<file path="src/hw/fe_pkg.sv">
package fe_pkg;

	localparam int REG_W = 5;
	localparam int CSR_W = 12;

	// rv32i major opcodes, instr[6:0].
	localparam logic [6:0] OPC_OP     = 7'b0110011;
	localparam logic [6:0] OPC_OP_IMM = 7'b0010011;
	localparam logic [6:0] OPC_LOAD   = 7'b0000011;
	localparam logic [6:0] OPC_STORE  = 7'b0100011;
	localparam logic [6:0] OPC_BRANCH = 7'b1100011;
	localparam logic [6:0] OPC_JAL    = 7'b1101111;
	localparam logic [6:0] OPC_JALR   = 7'b1100111;
	localparam logic [6:0] OPC_LUI    = 7'b0110111;
	localparam logic [6:0] OPC_AUIPC  = 7'b0010111;
	localparam logic [6:0] OPC_SYSTEM = 7'b1110011;

	typedef enum logic [3:0] {
		op_alu,
		op_alu_imm,
		op_load,
		op_store,
		op_branch,
		op_jal,
		op_jalr,
		op_lui,
		op_auipc,
		op_csr,
		op_ebreak,
		op_illegal
	} opcode_e;

	typedef enum logic [1:0] {
		st_idle,          // ready to issue the next request.
		st_wait_rsp,      // one request is outstanding.
		st_hold,          // response parked in the buffer.
		st_wait_redirect  // control instruction passed on.
	} fetch_state_e;

endpackage

</file>
<file path="src/hw/fe_req_if.sv">
`timescale 1ns/1ps

interface fe_req_if;
	import fe_pkg::*;

	logic             valid;
	logic [31:0]      pc;
	opcode_e          opcode;
	logic [REG_W-1:0] rd;
	logic [REG_W-1:0] rs1;
	logic [REG_W-1:0] rs2;
	logic [2:0]       funct3;
	logic [31:0]      imm;
	logic [CSR_W-1:0] csr_address;
	logic             wb; // the instruction writes rd.

	modport producer (
		output valid,
		output pc,
		output opcode,
		output rd,
		output rs1,
		output rs2,
		output funct3,
		output imm,
		output csr_address,
		output wb
	);

	modport consumer (
		input valid,
		input pc,
		input opcode,
		input rd,
		input rs1,
		input rs2,
		input funct3,
		input imm,
		input csr_address,
		input wb
	);

endinterface

</file>
<file path="src/hw/fe_fetch.sv">
`timescale 1ns/1ps

module fe_fetch #(
	parameter logic [31:0] RESET_PC = 32'h0000_0000
) (
	input  logic        clk,
	input  logic        arst_n,
	input  logic        freeze,
	input  logic        ctrl_stall,
	input  logic        redirect_valid,
	input  logic [31:0] redirect_pc,
	output logic        icache_req_valid,
	output logic [31:0] icache_req_addr,
	input  logic        icache_rsp_valid,
	input  logic [31:0] icache_rsp_data,
	output logic        fetch_valid,
	output logic [31:0] fetch_pc,
	output logic [31:0] fetch_instr,
	output logic        fetch_delay
);
	import fe_pkg::*;

	fetch_state_e state_q;
	logic [31:0]  pc_q;      // address of the word in flight or next to fetch.
	logic [31:0]  buf_q;
	logic         discard_q; // the outstanding response belongs to an old path.
	logic         boot_q;
	logic         rsp_live;

	// Requests start one cycle after reset is released.
	assign icache_req_valid = boot_q && state_q == st_idle && !freeze && !ctrl_stall
		&& !redirect_valid;
	assign icache_req_addr = pc_q;

	assign rsp_live = state_q == st_wait_rsp && icache_rsp_valid && !discard_q;

	assign fetch_valid = !freeze && !redirect_valid && (rsp_live || state_q == st_hold);
	assign fetch_pc = pc_q;
	assign fetch_instr = (state_q == st_hold) ? buf_q : icache_rsp_data;
	assign fetch_delay = state_q == st_wait_rsp || state_q == st_hold;

	always_ff @(posedge clk or negedge arst_n) begin
		if (!arst_n) begin
			state_q <= st_idle;
			pc_q <= RESET_PC;
			discard_q <= 1'b0;
			boot_q <= 1'b0;
		end else begin
			boot_q <= 1'b1;
			case (state_q)
				st_idle: begin
					if (redirect_valid) begin
						pc_q <= redirect_pc;
					end else if (icache_req_valid) begin
						state_q <= st_wait_rsp;
					end else if (ctrl_stall) begin
						state_q <= st_wait_redirect; // decode holds a control instruction.
					end
				end
				st_wait_rsp: begin
					if (redirect_valid) begin
						pc_q <= redirect_pc;
						if (icache_rsp_valid) begin
							state_q <= st_idle;
							discard_q <= 1'b0;
						end else begin
							discard_q <= 1'b1; // wait for the stale response to drain.
						end
					end else if (icache_rsp_valid) begin
						if (discard_q) begin
							discard_q <= 1'b0;
							state_q <= st_idle;
						end else if (freeze) begin
							state_q <= st_hold;
						end else begin
							pc_q <= pc_q + 32'd4;
							state_q <= st_idle;
						end
					end
				end
				st_hold: begin
					if (redirect_valid) begin
						pc_q <= redirect_pc;
						state_q <= st_idle;
					end else if (!freeze) begin
						pc_q <= pc_q + 32'd4;
						state_q <= st_idle;
					end
				end
				default: begin
					if (redirect_valid) begin
						pc_q <= redirect_pc;
						state_q <= st_idle;
					end
				end
			endcase
		end
	end

	always_ff @(posedge clk) begin
		if (rsp_live) begin
			buf_q <= icache_rsp_data;
		end
	end

endmodule

</file>
<file path="src/hw/fe_fd_reg.sv">
`timescale 1ns/1ps

module fe_fd_reg (
	input  logic        clk,
	input  logic        arst_n,
	input  logic        hold,
	input  logic        flush,
	input  logic        fetch_valid,
	input  logic [31:0] fetch_pc,
	input  logic [31:0] fetch_instr,
	output logic        fd_valid,
	output logic [31:0] fd_pc,
	output logic [31:0] fd_instr
);

	// flush wins over hold so a redirect always empties the stage.
	always_ff @(posedge clk or negedge arst_n) begin
		if (!arst_n) begin
			fd_valid <= 1'b0;
		end else if (flush) begin
			fd_valid <= 1'b0;
		end else if (!hold) begin
			fd_valid <= fetch_valid;
		end
	end

	always_ff @(posedge clk) begin
		if (!hold) begin
			fd_pc <= fetch_pc;
			fd_instr <= fetch_instr;
		end
	end

endmodule

</file>
<file path="src/hw/fe_decode.sv">
`timescale 1ns/1ps

module fe_decode (
	input  logic        fd_valid,
	input  logic [31:0] fd_pc,
	input  logic [31:0] fd_instr,
	fe_req_if.producer  req,
	output logic        ctrl_stall
);
	import fe_pkg::*;

	logic [31:0] imm_i;
	logic [31:0] imm_s;
	logic [31:0] imm_b;
	logic [31:0] imm_u;
	logic [31:0] imm_j;
	logic        is_ebreak;

	assign imm_i = {{20{fd_instr[31]}}, fd_instr[31:20]};
	assign imm_s = {{20{fd_instr[31]}}, fd_instr[31:25], fd_instr[11:7]};
	assign imm_b = {{19{fd_instr[31]}}, fd_instr[31], fd_instr[7], fd_instr[30:25],
		fd_instr[11:8], 1'b0};
	assign imm_u = {fd_instr[31:12], 12'h000};
	assign imm_j = {{11{fd_instr[31]}}, fd_instr[31], fd_instr[19:12], fd_instr[20],
		fd_instr[30:21], 1'b0};

	assign is_ebreak = fd_instr[31:20] == 12'h001 && fd_instr[19:7] == 13'h0000;

	assign req.valid = fd_valid;
	assign req.pc = fd_pc;
	assign req.rd = fd_instr[11:7];
	assign req.rs1 = fd_instr[19:15];
	assign req.rs2 = fd_instr[24:20];
	assign req.funct3 = fd_instr[14:12];
	assign req.csr_address = fd_instr[31:20];

	always_comb begin
		req.opcode = op_illegal;
		req.imm = 32'h0000_0000;
		case (fd_instr[6:0])
			OPC_OP: req.opcode = op_alu;
			OPC_OP_IMM: begin
				req.opcode = op_alu_imm;
				req.imm = imm_i;
			end
			OPC_LOAD: begin
				req.opcode = op_load;
				req.imm = imm_i;
			end
			OPC_STORE: begin
				req.opcode = op_store;
				req.imm = imm_s;
			end
			OPC_BRANCH: begin
				req.opcode = op_branch;
				req.imm = imm_b;
			end
			OPC_JAL: begin
				req.opcode = op_jal;
				req.imm = imm_j;
			end
			OPC_JALR: begin
				req.opcode = op_jalr;
				req.imm = imm_i;
			end
			OPC_LUI: begin
				req.opcode = op_lui;
				req.imm = imm_u;
			end
			OPC_AUIPC: begin
				req.opcode = op_auipc;
				req.imm = imm_u;
			end
			OPC_SYSTEM: begin
				// ecall and the other funct3 zero encodings stay illegal.
				if (fd_instr[14:12] != 3'b000) begin
					req.opcode = op_csr;
					req.imm = imm_i;
				end else if (is_ebreak) begin
					req.opcode = op_ebreak;
					req.imm = imm_i;
				end
			end
			default: req.opcode = op_illegal;
		endcase
	end

	assign req.wb = req.opcode inside {op_alu, op_alu_imm, op_load, op_jal, op_jalr, op_lui,
		op_auipc, op_csr};

	assign ctrl_stall = fd_valid && req.opcode inside {op_branch, op_jal, op_jalr};

endmodule

</file>
<file path="src/hw/fe_de_reg.sv">
`timescale 1ns/1ps

module fe_de_reg (
	input  logic       clk,
	input  logic       arst_n,
	input  logic       hold,
	input  logic       bubble,
	fe_req_if.consumer req_in,
	fe_req_if.producer req_out,
	output logic       ebreak
);
	import fe_pkg::*;

	logic fresh_q; // output was loaded on the last edge.

	always_ff @(posedge clk or negedge arst_n) begin
		if (!arst_n) begin
			req_out.valid <= 1'b0;
			fresh_q <= 1'b0;
		end else begin
			fresh_q <= !hold;
			if (!hold) begin
				req_out.valid <= req_in.valid && !bubble;
			end
		end
	end

	always_ff @(posedge clk) begin
		if (!hold) begin
			req_out.pc <= req_in.pc;
			req_out.opcode <= req_in.opcode;
			req_out.rd <= req_in.rd;
			req_out.rs1 <= req_in.rs1;
			req_out.rs2 <= req_in.rs2;
			req_out.funct3 <= req_in.funct3;
			req_out.imm <= req_in.imm;
			req_out.csr_address <= req_in.csr_address;
			req_out.wb <= req_in.wb;
		end
	end

	// one pulse per ebreak, even when the back end holds the stage.
	assign ebreak = req_out.valid && fresh_q && req_out.opcode == op_ebreak;

endmodule

</file>
<file path="src/hw/front_end.sv">
`timescale 1ns/1ps

module front_end #(
	parameter logic [31:0] RESET_PC = 32'h0000_0000
) (
	input  logic                     clk,
	input  logic                     arst_n,
	input  logic                     freeze,
	input  logic                     exe_branch_stall,
	input  logic                     redirect_valid,
	input  logic [31:0]              redirect_pc,
	output logic                     icache_req_valid,
	output logic [31:0]              icache_req_addr,
	input  logic                     icache_rsp_valid,
	input  logic [31:0]              icache_rsp_data,
	output logic                     fetch_delay,
	output logic                     fetch_ebreak,
	output logic                     bck_req_valid,
	output logic [31:0]              bck_pc,
	output fe_pkg::opcode_e          bck_opcode,
	output logic [fe_pkg::REG_W-1:0] bck_rd,
	output logic [fe_pkg::REG_W-1:0] bck_rs1,
	output logic [fe_pkg::REG_W-1:0] bck_rs2,
	output logic [2:0]               bck_funct3,
	output logic [31:0]              bck_imm,
	output logic [fe_pkg::CSR_W-1:0] bck_csr_address,
	output logic                     bck_wb
);

	logic        fd_hold; // also stops fetch, or a passed response would be lost.
	logic        ctrl_stall;
	logic        fetch_valid;
	logic [31:0] fetch_pc;
	logic [31:0] fetch_instr;
	logic        fd_valid;
	logic [31:0] fd_pc;
	logic [31:0] fd_instr;

	fe_req_if dec_req ();
	fe_req_if bck_req ();

	assign fd_hold = freeze || exe_branch_stall;

	fe_fetch #(
		.RESET_PC(RESET_PC)
	) u_fetch (
		.clk             (clk),
		.arst_n          (arst_n),
		.freeze          (fd_hold),
		.ctrl_stall      (ctrl_stall),
		.redirect_valid  (redirect_valid),
		.redirect_pc     (redirect_pc),
		.icache_req_valid(icache_req_valid),
		.icache_req_addr (icache_req_addr),
		.icache_rsp_valid(icache_rsp_valid),
		.icache_rsp_data (icache_rsp_data),
		.fetch_valid     (fetch_valid),
		.fetch_pc        (fetch_pc),
		.fetch_instr     (fetch_instr),
		.fetch_delay     (fetch_delay)
	);

	fe_fd_reg u_fd_reg (
		.clk        (clk),
		.arst_n     (arst_n),
		.hold       (fd_hold),
		.flush      (redirect_valid),
		.fetch_valid(fetch_valid),
		.fetch_pc   (fetch_pc),
		.fetch_instr(fetch_instr),
		.fd_valid   (fd_valid),
		.fd_pc      (fd_pc),
		.fd_instr   (fd_instr)
	);

	fe_decode u_decode (
		.fd_valid  (fd_valid),
		.fd_pc     (fd_pc),
		.fd_instr  (fd_instr),
		.req       (dec_req.producer),
		.ctrl_stall(ctrl_stall)
	);

	fe_de_reg u_de_reg (
		.clk    (clk),
		.arst_n (arst_n),
		.hold   (freeze),
		.bubble (exe_branch_stall),
		.req_in (dec_req.consumer),
		.req_out(bck_req.producer),
		.ebreak (fetch_ebreak)
	);

	assign bck_req_valid = bck_req.valid;
	assign bck_pc = bck_req.pc;
	assign bck_opcode = bck_req.opcode;
	assign bck_rd = bck_req.rd;
	assign bck_rs1 = bck_req.rs1;
	assign bck_rs2 = bck_req.rs2;
	assign bck_funct3 = bck_req.funct3;
	assign bck_imm = bck_req.imm;
	assign bck_csr_address = bck_req.csr_address;
	assign bck_wb = bck_req.wb;

endmodule

</file>
<file path="config.mk">
export PLATFORM = sky130hd
export DESIGN_NAME = front_end
export DESIGN_NICKNAME = d
export VERILOG_FILES = /design/src/hw/fe_pkg.sv /design/src/hw/fe_req_if.sv /design/src/hw/fe_fetch.sv /design/src/hw/fe_fd_reg.sv /design/src/hw/fe_decode.sv /design/src/hw/fe_de_reg.sv /design/src/hw/front_end.sv
export SDC_FILE = /design/constraint.sdc
export NUM_CORES = 1
export LEC_CHECK = 0
export BUFFER_PORTS_ARGS = -buffer_cell sky130_fd_sc_hd__buf_2
export CORE_MARGIN = 1
export CORE_UTILIZATION = 49
export CTS_CLUSTER_DIAMETER = 60
export DETAILED_ROUTE_END_ITERATION = 7
export PLACE_DENSITY = 0.84
export SETUP_SLACK_MARGIN = 0.5
export SKIP_CTS_REPAIR_TIMING = 1
export SLEW_MARGIN = 5
export SYNTH_ARGS = -nofsm -noshare
export SYNTH_HDL_FRONTEND = slang
export SYNTH_SLANG_ARGS = --single-unit
</file>
<file path="constraint.sdc">
create_clock -name clk -period 2.3 [get_ports clk]
set_input_delay 0.46 -clock clk [delete_from_list [all_inputs] [get_ports clk]]
set_output_delay 0.46 -clock clk [all_outputs]
set_load 0.01 [all_outputs]
</file>
==> results.json, run 1 <==
{
  "outcome": "finished, violations left",
  "violations": "negative setup slack",
  "yosysSeqAreaShare": 0.7100,
  "crit_family": "buffers and inverters",
  "avgViaCountPerCell": 5.835,
  "avgSynthCellArea_um2": 14.34,
  "cts_tree": "built",
  "arrival_ns": 2.16,
  "dp.final_hpwl_um": 15260,
  "netlist_area_mm2": 0.009410,
  "yosysTopAreaCell": "edfxtp_1",
  "clock.fmax_mhz": 382.2,
  "synthCells": 656,
  "die_y_um": 140.6,
  "gp_congestion": 0.8761,
  "power_density_mw_per_mm2": 766.5,
  "synth_top_area_frac": 0.6063,
  "cts_buffers": 24,
  "hold_viol": 0,
  "io_pins": 205,
  "report.final.slew_viol_count": 0,
  "antenna_found_initial": 3,
  "cp_cell_sequence": "buf_4, nor2b_1, o21ai_0, a21boi_1, buf_4, o21bai_4, and3_4, buf_2",
  "crit_path_end_kind": "primary output",
  "worst_pin_slew_ns": 0.9440,
  "first_global_vias": 6184,
  "min_from": "icache_rsp_data[18]",
  "crit_type": "reg -> out",
  "syn_to_final_growth_pct": 39.44,
  "finalSetupViolations": 1,
  "ir_drop_mv": 0.5054,
  "io_buffers": 204,
  "fp-row-count": 50,
  "grt_max_degree": 96,
  "firstDrtPassIters": 5,
  "finalCriticalPeriod_ns": 2.617,
  "cts.sinks": 229,
  "critical_path.most_common_cell": "buf_4",
  "root_buffer": "clkbuf_16",
  "grt_overflow_total": 0,
  "required_ns": 1.84,
  "die_w_um": 140.6,
  "p_leak_nw": 5.046,
  "path_max_fanout": 14,
  "finalWirelength_um": 25730,
  "synth-seq-cells": 229,
  "track_usage": 0.2198,
  "setup_tns_ns": -0.3167,
  "critPathMaxStageDelay_ns": 0.42,
  "cp_slowest_cell": "edfxtp_1",
  "drc": 0,
  "postLayoutCoreUtil": 0.6991,
  "start_util": 0.5014,
  "synthArstFlopShare": 0.1703,
  "gr-usage-met3": 0.03635,
  "yosys-top-cells-area": "edfxtp_1 (61%), dfrtp_1 (10%), mux2_2 (4.1%)",
  "post-synth-top-count-cell": "edfxtp_1",
  "synth_common_cells": "edfxtp_1 (190), a21oi_1 (53), o21ai_0 (41), dfrtp_1 (39), nand2_1 (38)",
  "clock_path_buffers": 3,
  "cts.clk_slew.worst_paths_ns": 0.06,
  "startpoint": "u_fd_reg.fd_instr[2]",
  "setup_slack_ns": -0.3167,
  "crit_buf_inv": 3,
  "detail-route-antenna-nets": 0,
  "die_area_mm2": 0.01976,
  "grt.busiest_layer": "met2",
  "yosys_warnings": 0,
  "core-area_mm2": 0.01877,
  "drv_cap": 0,
  "worstSetupStartpointType": "register",
  "slew-limit-headroom": 0.3700,
  "clk_latency_ns": 0.51,
  "period_share": 1.138,
  "synth_cell_types": 72,
  "drive_gt1_frac": 0.5252,
  "grt_pass1_wl_um": 33820,
  "synth_ff_type": "edfxtp_1",
  "synth.net_count": 730,
  "met1_usage": 0.3019,
  "synth_edf_count": 190,
  "timing.hold.ws_ns": 0.1464,
  "wl_per_cell_um": 21.29,
  "rsz0062_at_grt": "yes",
  "routed-via-count": 7055,
  "nets": 1029,
  "drtIter0Drc": 488,
  "met2_usage": 0.3503,
  "htree_levels": 1,
  "skew_ns": 0.009059,
  "min_path_type": "in -> reg",
  "r2r_start": "u_fd_reg.fd_instr[6]"
}
state kept, by name (all words and copies together) (netlist names):
register                      cells
u_fetch.boot_q                    1
u_fetch.buf_q                    32
u_de_reg.req_out.imm             32
u_fd_reg.fd_pc                   32
u_de_reg.req_out.pc              32
u_de_reg.fresh_q                  1
u_de_reg.req_out.rs1              5
u_de_reg.req_out.valid            1
u_fetch.discard_q                 1
u_fd_reg.fd_instr                32
u_de_reg.req_out.wb               1
u_de_reg.req_out.opcode           4
u_de_reg.req_out.rd               5
u_fd_reg.fd_valid                 1
u_de_reg.req_out.funct3           3
u_fetch.state_q                   2
u_fetch.fetch_pc                 32
u_de_reg.req_out.csr_address     12
power breakdown:
part	total (mW)	switching (mW)	leakage, nW	internal, mW
Sequential	5.01	0.210	2.26	4.80
Combinational	1.19	0.657	2.41	0.532
Clock	3.86	1.55	0.381	2.31
kinds of logic after synthesis:
kind of cell | count (synthesis) | share of synthesized area
buffers and inverters | 52 | 0.02779
xor gates and xnor gates | 1 | 0.0009309
adders and majority gates | 4 | 0.005319
DFF | 229 | 0.7100
and+or+nand+nor | 176 | 0.1069
muxes | 34 | 0.04069
AOI/OAI and AO/OA | 159 | 0.1080
other | 1 | 0.0003985
routing by layer:
layer  vias to the layer above  share of wire
met1                      3419           0.39
met5                         -              0
met2                       398           0.49
li1                       3155              -
met4                         0          0.045
met3                        83          0.074
through the flow:
step | cells | area [um^2] | total power, mW | setup slack [ns]
after detailed placement | 1093 | 10940 | 5.975 | 0.009313
after global routing | 1208 | 13120 | 10.37 | -0.4178
after CTS | 1135 | 11730 | 9.796 | -0.5323
after floorplan | 656 | 9585 | 5.543 | 0.1087
after global placement | 1093 | 10940 | 5.943 | 0.1180
final | 1209 | 13120 | 10.06 | -0.3167
placed cells by master, fill, tap and decap left out, drive strengths merged, types with 4 or more instances in the layout:
| cell | synthesis | routed |
|---|---|---|
| clkbuf | 12 | 29 |
| nor2b | 12 | 13 |
| a31oi | 10 | 10 |
| o22ai | 12 | 12 |
| and3 | 9 | 9 |
| dfrtp | 39 | 39 |
| mux2 | 34 | 34 |
| edfxtp | 190 | 190 |
| nor4 | 7 | 7 |
| or3 | 7 | 7 |
| nand4 | 12 | 12 |
| ha | 4 | 4 |
| nor3 | 11 | 11 |
| a21oi | 54 | 54 |
| nand2 | 39 | 39 |
| o21ai | 41 | 41 |
| inv | 10 | 9 |
| buf | 29 | 311 |
| a2bb2oi | 4 | 4 |
| a22o | 5 | 5 |
| nor2 | 26 | 26 |
| o22a | 8 | 8 |
| diode | 0 | 4 |
| clkinv | 1 | 10 |
| nand3 | 25 | 25 |
| and2 | 6 | 6 |
layout make-up:
type,instances,area [um^2]
multi-input cells,376,3127
clock inverters,14,152.6
clock buffers,28,636.9
diodes,4,10.01
well taps,234,292.8
fillers,1194,5647
repair buffers,313,2132
flip-flops and latches,229,6694
inverters,11,76.32
worst register-to-register path, cell delays in order, from the launching register on:
cell      delay (ns)
edfxtp_1        0.46
buf_6           0.16
buf_6           0.10
buf_6           0.12
or3_4           0.38
a21boi_4        0.24
a221oi_4        0.08
buf_6           0.16
buf_6           0.13
o22ai_2         0.13
final timing paths:
kind                                       endpoint  slack [ns]  cells after the start
max reg2reg                u_de_reg.req_out.imm[20]        0.16                      9
min                               u_fetch.buf_q[18]        0.15                      1
min reg2reg                 u_de_reg.req_out.pc[25]        0.41                      0
max in group asynchronous      u_fetch.fetch_pc[26]        1.21                      3
min in group asynchronous       u_fetch.fetch_pc[6]        0.50                      2
max                                icache_req_valid       -0.32                      8
Power figures use the tool's default switching activity.
==> inputs of run 2 (changes only) <==
--- a/config.mk
+++ b/config.mk
@@ -10,10 +10,9 @@
 export CORE_UTILIZATION = 49
 export CTS_CLUSTER_DIAMETER = 60
 export DETAILED_ROUTE_END_ITERATION = 7
-export PLACE_DENSITY = 0.84
+export PLACE_DENSITY = 0.76
 export SETUP_SLACK_MARGIN = 0.5
 export SKIP_CTS_REPAIR_TIMING = 1
-export SLEW_MARGIN = 5
 export SYNTH_ARGS = -nofsm -noshare
 export SYNTH_HDL_FRONTEND = slang
 export SYNTH_SLANG_ARGS = --single-unit
==> run 2 against run 1 <==
- the run still ends with negative setup slack left
- non-clock buffer count is 7 higher
- sequential cell count unchanged
- design area fell by 0.77%
- clock skew grew 0.0015 ns
- setup slack worse by 0.11 ns
- combinational power is 3% higher
- power rose by 1.1%
- routed wire length fell by 4.2%
- die area stayed put
- global-route usage fell by 0.61 points
- via count shrank 0.47%
- register-to-register slack improved by 0.05 ns
- critical path type unchanged
- largest cell class unchanged
- largest power group unchanged
- highest routed layer is now met5
==> results.json, run 2 (same netlist as run 1, synthesis figures left out) <==
{
  "grt_overflow_total": 0,
  "htree_levels": 1,
  "slew-limit-headroom": 0.5472,
  "path_max_fanout": 5,
  "r2r_slack_ns": 0.21,
  "clock_path_buffers": 3,
  "drc": 0,
  "die_w_um": 140.6,
  "required_ns": 1.84,
  "skew_ns": 0.01052,
  "p_leak_nw": 5.016,
  "firstDrtPassIters": 6,
  "total_power_mw": 10.17,
  "cts_tree": "built",
  "cts.sinks": 229,
  "gp_congestion": 0.9334,
  "drtIter0Drc": 569,
  "seq_area_mm2": 0.006696,
  "grt_pass1_wl_um": 33000,
  "finalCriticalPeriod_ns": 2.728,
  "cts_buffers": 24,
  "finalSetupViolations": 1,
  "io_pins": 205,
  "power_density_mw_per_mm2": 781.0,
  "final_cell_area_mm2": 0.01302,
  "hold_viol": 0,
  "r2r_start": "u_fd_reg.fd_instr[6]",
  "nets": 1035,
  "cts.clk_slew.worst_paths_ns": 0.07,
  "multi_input_comb_area_mm2": 0.002995,
  "die_y_um": 140.6,
  "core-area_mm2": 0.01877,
  "report.final.slew_viol_count": 0,
  "clk_latency_ns": 0.51,
  "start_util": 0.5014,
  "track_usage": 0.2137,
  "rr_endpoint": "u_de_reg.req_out.imm[25]",
  "fillers": 1260,
  "placed_cell_area_mm2": 0.01092,
  "dp_slack_ns": 0.06549,
  "startpoint": "u_fd_reg.fd_instr[4]",
  "clock.fmax_mhz": 366.6,
  "dp.final_hpwl_um": 14440,
  "avgViaCountPerCell": 5.789,
  "period_share": 1.186,
  "detail-route-antenna-nets": 0,
  "syn_to_final_growth_pct": 38.36,
  "rsz0062_at_grt": "yes",
  "layout_commonest_cell": "buf_2",
  "drv_cap": 0,
  "reg2reg_depth": 8,
  "violations": "negative setup slack",
  "finalWirelength_um": 24650,
  "min_path_type": "in -> async",
  "first_global_vias": 6047,
  "ir_drop_mv": 0.7055,
  "crit_path_end_kind": "primary output",
  "arrival_ns": 2.27,
  "die_area_mm2": 0.01976,
  "worstSetupStartpointType": "register",
  "antenna_cells": 0,
  "routed-via-count": 7022,
  "wl_per_cell_um": 20.32,
  "io_buffers": 204,
  "worst_pin_slew_ns": 0.6784,
  "setup_slack_ns": -0.4281,
  "drive_gt1_frac": 0.5138,
  "antenna_found_initial": 2,
  "endpoint": "icache_req_valid",
  "setup_tns_ns": -0.4281,
  "root_buffer": "clkbuf_16",
  "crit_type": "reg -> out",
  "fp-row-count": 50,
  "outcome": "finished, violations left",
  "layout_common_cells": "buf_2 (202), edfxtp_1 (190), buf_4 (79), a21oi_1 (39), nand2_1 (36)",
  "grt_max_degree": 59
}
[run 2: cell count changes in the layout (fill, tap and decap cells not counted), sizes merged]
| cell | before | now |
|---|---|---|
| clkinvlp | 3 | 4 |
| diode | 4 | 0 |
| buf | 311 | 315 |
| nor2b | 13 | 12 |
| clkinv | 10 | 5 |
| clkbuf | 29 | 39 |
| dlygate4sd3 | 1 | 0 |
[run 2: metal layers]
layer	wire, um	vias up	share of wire	GRT usage
li1	-	3156	-	-
met3	2232	60	0.091	0.05876
met5	13	-	0.00053	0
met2	12430	390	0.50	0.3582
met4	583	2	0.024	0.05721
met1	9384	3414	0.38	0.2756
[run 2: critical path, cell delays in order (launching register included)]
cell and delay, ns:
edfxtp_1 0.47, buf_4 0.18, nor2b_1 0.25, nand4_1 0.21, a31oi_4 0.28, o21bai_4 0.10, and3_4 0.16, buf_6 0.11
[run 2: area by class of cell]
| class | instances | share of cell area |
|---|---|---|
| inverter | 11 | 0.005670 |
| sequential | 229 | 0.5143 |
| clock buffer | 34 | 0.05141 |
| multi-input combinational | 375 | 0.2301 |
| timing repair buffer | 320 | 0.1651 |
| clock inverter | 10 | 0.01096 |
| tap | 234 | 0.02249 |
[run 2: through the flow]
step           hold slack, ns  utilization  instances
2_1_floorplan          0.1644            -        656
3_3_place_gp           0.4007       0.5821       1089
3_5_place_dp           0.4045       0.5821       1089
4_1_cts               0.02986       0.6253       1133
5_1_grt               0.06065       0.6937       1213
6_report              0.02825       0.6937       1213
[run 2: report_power, final]
part	internal (mW)	switching, mW
combinational	0.568	0.662
clock	2.38	1.56
sequential	4.80	0.200
[run 2: worst min path at each step]
stage / cells after the start / to / start / slack [ns]
2_1_floorplan: 0 / u_de_reg.fresh_q / arst_n / 0.16
4_1_cts: 2 / u_fetch.fetch_pc[18] / arst_n / 0.03
6_report: 2 / u_fetch.fetch_pc[13] / arst_n / 0.03
3_5_place_dp: 0 / u_de_reg.req_out.pc[1] / u_fd_reg.fd_pc[1] / 0.40
3_3_place_gp: 0 / u_de_reg.req_out.pc[5] / u_fd_reg.fd_pc[5] / 0.40
5_1_grt: 2 / u_fetch.fetch_pc[13] / arst_n / 0.06
==> inputs of run 3 (changes only) <==
--- a/config.mk
+++ b/config.mk
@@ -5,12 +5,13 @@
 export SDC_FILE = /design/constraint.sdc
 export NUM_CORES = 1
 export LEC_CHECK = 0
-export BUFFER_PORTS_ARGS = -buffer_cell sky130_fd_sc_hd__buf_2
+export ABC_AREA = 1
 export CORE_MARGIN = 1
-export CORE_UTILIZATION = 49
+export CORE_UTILIZATION = 57
 export CTS_CLUSTER_DIAMETER = 60
 export DETAILED_ROUTE_END_ITERATION = 7
-export PLACE_DENSITY = 0.76
+export DONT_BUFFER_PORTS = 1
+export PLACE_DENSITY = 0.75
 export SETUP_SLACK_MARGIN = 0.5
 export SKIP_CTS_REPAIR_TIMING = 1
 export SYNTH_ARGS = -nofsm -noshare
==> run 3 against run 2 <==
- sequential share of layout area grew 6.9 points
- hold slack gained 0.022 ns
- critical endpoint unchanged
- global-route usage rose by 3.3 points
- the flow now finishes without violations
- area after synthesis is 4.2% higher
==> results.json, run 3 <==
{
  "cts_buffers": 24,
  "root_buffer": "clkbuf_16",
  "drive_gt1_frac": 0.1627,
  "synth_cell_types": 39,
  "io_buffers": 0,
  "cts_tree": "built",
  "fillers": 1218,
  "p_leak_nw": 4.547,
  "crit_family": "simple AND/OR/NAND/NOR gates",
  "routed-via-count": 6831,
  "synthArstFlopShare": 0.1703,
  "outcome": "finished, final reports clean",
  "synth-compound-area-share": 0.04900,
  "synth_ff_type": "edfxtp_1",
  "critical_path.most_common_cell": "nand2_2",
  "grt_max_degree": 65,
  "synth-seq-cells": 229,
  "yosysSeqAreaShare": 0.6815,
  "synthMuxAreaShare": 0.001021,
  "netlist_area_mm2": 0.009804,
  "nets": 1035,
  "synth_top_area_frac": 0.5819,
  "antenna_found_initial": 0,
  "die_area_mm2": 0.01773,
  "timing.hold.ws_ns": 0.05034,
  "die_w_um": 133.2,
  "first_global_vias": 6207,
  "crit_path_end_kind": "primary output",
  "gp_congestion": 0.9629,
  "synth-simple-area-share": 0.2141,
  "layout_commonest_cell": "nand2_1",
  "report.final.slew_viol_count": 0,
  "setup_slack_ns": 0.3005,
  "r2r_slack_ns": 0.40,
  "synthXorXnorAreaFrac": 0.006253,
  "setup_tns_ns": 0,
  "path_max_fanout": 6,
  "antenna_cells": 0,
  "start_util": 0.5871,
  "cts.sinks": 229,
  "clock.fmax_mhz": 500.1,
  "worstSetupStartpointType": "register",
  "yosysTopAreaCell": "edfxtp_1",
  "synth.net_count": 1003,
  "period_share": 0.8694,
  "slew-limit-headroom": 0.4170,
  "wl_per_cell_um": 19.43,
  "core-area_mm2": 0.01670,
  "avgSynthCellArea_um2": 10.55,
  "drtIter0Drc": 660,
  "yosys-top-cells-area": "edfxtp_1 (58%), nand2_1 (10%), dfrtp_1 (10%)",
  "die_y_um": 133.2,
  "crit_buf_inv": 1,
  "dp_slack_ns": 0.3931,
  "htree_levels": 1,
  "io_pins": 205,
  "arrival_ns": 1.54,
  "synthAdderAreaFrac": 0.005105,
  "total_power_mw": 13.70,
  "syn_to_final_growth_pct": 17.10,
  "yosys_warnings": 0,
  "synth_top_family_by_area": "simple AND/OR/NAND/NOR gates",
  "layout_common_cells": "nand2_1 (259), edfxtp_1 (190), nor2_1 (97), nand3_1 (79), inv_1 (53)",
  "finalWirelength_um": 23260,
  "power_density_mw_per_mm2": 1193,
  "rsz0062_at_grt": "yes",
  "post-synth-top-count-cell": "nand2_1",
  "required_ns": 1.84,
  "finalSetupViolations": 0,
  "clk_latency_ns": 0.50,
  "grt_pass1_wl_um": 33920,
  "postLayoutCoreUtil": 0.6874,
  "drv_cap": 0,
  "worst_pin_slew_ns": 0.8745,
  "cp_slowest_cell": "edfxtp_1",
  "dp.final_hpwl_um": 14840,
  "track_usage": 0.2466,
  "critPathMaxStageDelay_ns": 0.40,
  "grt_overflow_total": 0,
  "avgViaCountPerCell": 5.707,
  "skew_ns": 0.007983,
  "synth_common_cells": "nand2_1 (274), edfxtp_1 (190), nor2_1 (118), nand3_1 (79), inv_1 (61)",
  "finalCriticalPeriod_ns": 2.000,
  "drc": 0,
  "hold_viol": 0,
  "clock_path_buffers": 3,
  "firstDrtPassIters": 5,
  "fp-row-count": 47,
  "ir_drop_mv": 0.8891,
  "min_path_type": "in -> reg",
  "synthCells": 929,
  "detail-route-antenna-nets": 0,
  "cts.clk_slew.worst_paths_ns": 0.06,
  "synth_edf_count": 190,
  "crit_type": "reg -> out",
  "cp_cell_sequence": "nand2_2, nor2_4, o2111ai_4, nand2_2, inv_2"
}
## run 3: worst paths after layout
kind | to | cells after the start | from
worst max-delay path | icache_req_valid | 5 | u_fd_reg.fd_instr[5]
min in group asynchronous | u_fetch.fetch_pc[18] | 2 | arst_n
worst min register to register | u_de_reg.req_out.pc[11] | 0 | u_fd_reg.fd_pc[11]
max in group asynchronous | u_fetch.fetch_pc[12] | 2 | arst_n
worst max register to register | u_fetch.fetch_pc[11] | 11 | u_fetch.state_q[0]
worst min-delay path | u_fetch.buf_q[16] | 0 | icache_rsp_data[16]
## run 3: metrics by stage
stage / cell area, um^2 / instances
6_report: 11480 / 1197
3_5_place_dp: 10060 / 1130
5_1_grt: 11480 / 1197
4_1_cts: 10750 / 1172
3_3_place_gp: 10060 / 1130
2_1_floorplan: 9869 / 929
## run 3: kinds of logic after synthesis
family / after synthesis
flip-flops: 229
XOR/XNOR: 7
other: 1
AND/OR/NAND/NOR: 502
adder cells (fa/ha/maj): 4
AO/OA/AOI/OAI: 88
buffers and inverters: 97
multiplexers: 1
## run 3: area by class of cell
cell class                 count  area (um^2)  share of cell area
timing repair inverter         2        20.02            0.001744
tap                          220        275.3             0.02398
clock buffer                  31        648.1             0.05645
sequential                   229         6693              0.5829
timing repair buffer          34        469.2             0.04087
inverter                      67        280.3             0.02441
clock inverter                11        47.55            0.004141
multi-input combinational    603         3048              0.2655
## run 3: where the power goes
part	switching (mW)	internal (mW)
Clock	1.47	1.97
Sequential	1.02	5.44
Combinational	2.34	1.46
## run 3: metal layers
layer	up-vias	wire length, um	track usage
li1	3210	-	-
met1	3194	8981	0.3268
met2	383	11380	0.4087
met3	44	2385	0.06050
met4	0	509	0.06881
met5	-	0	0
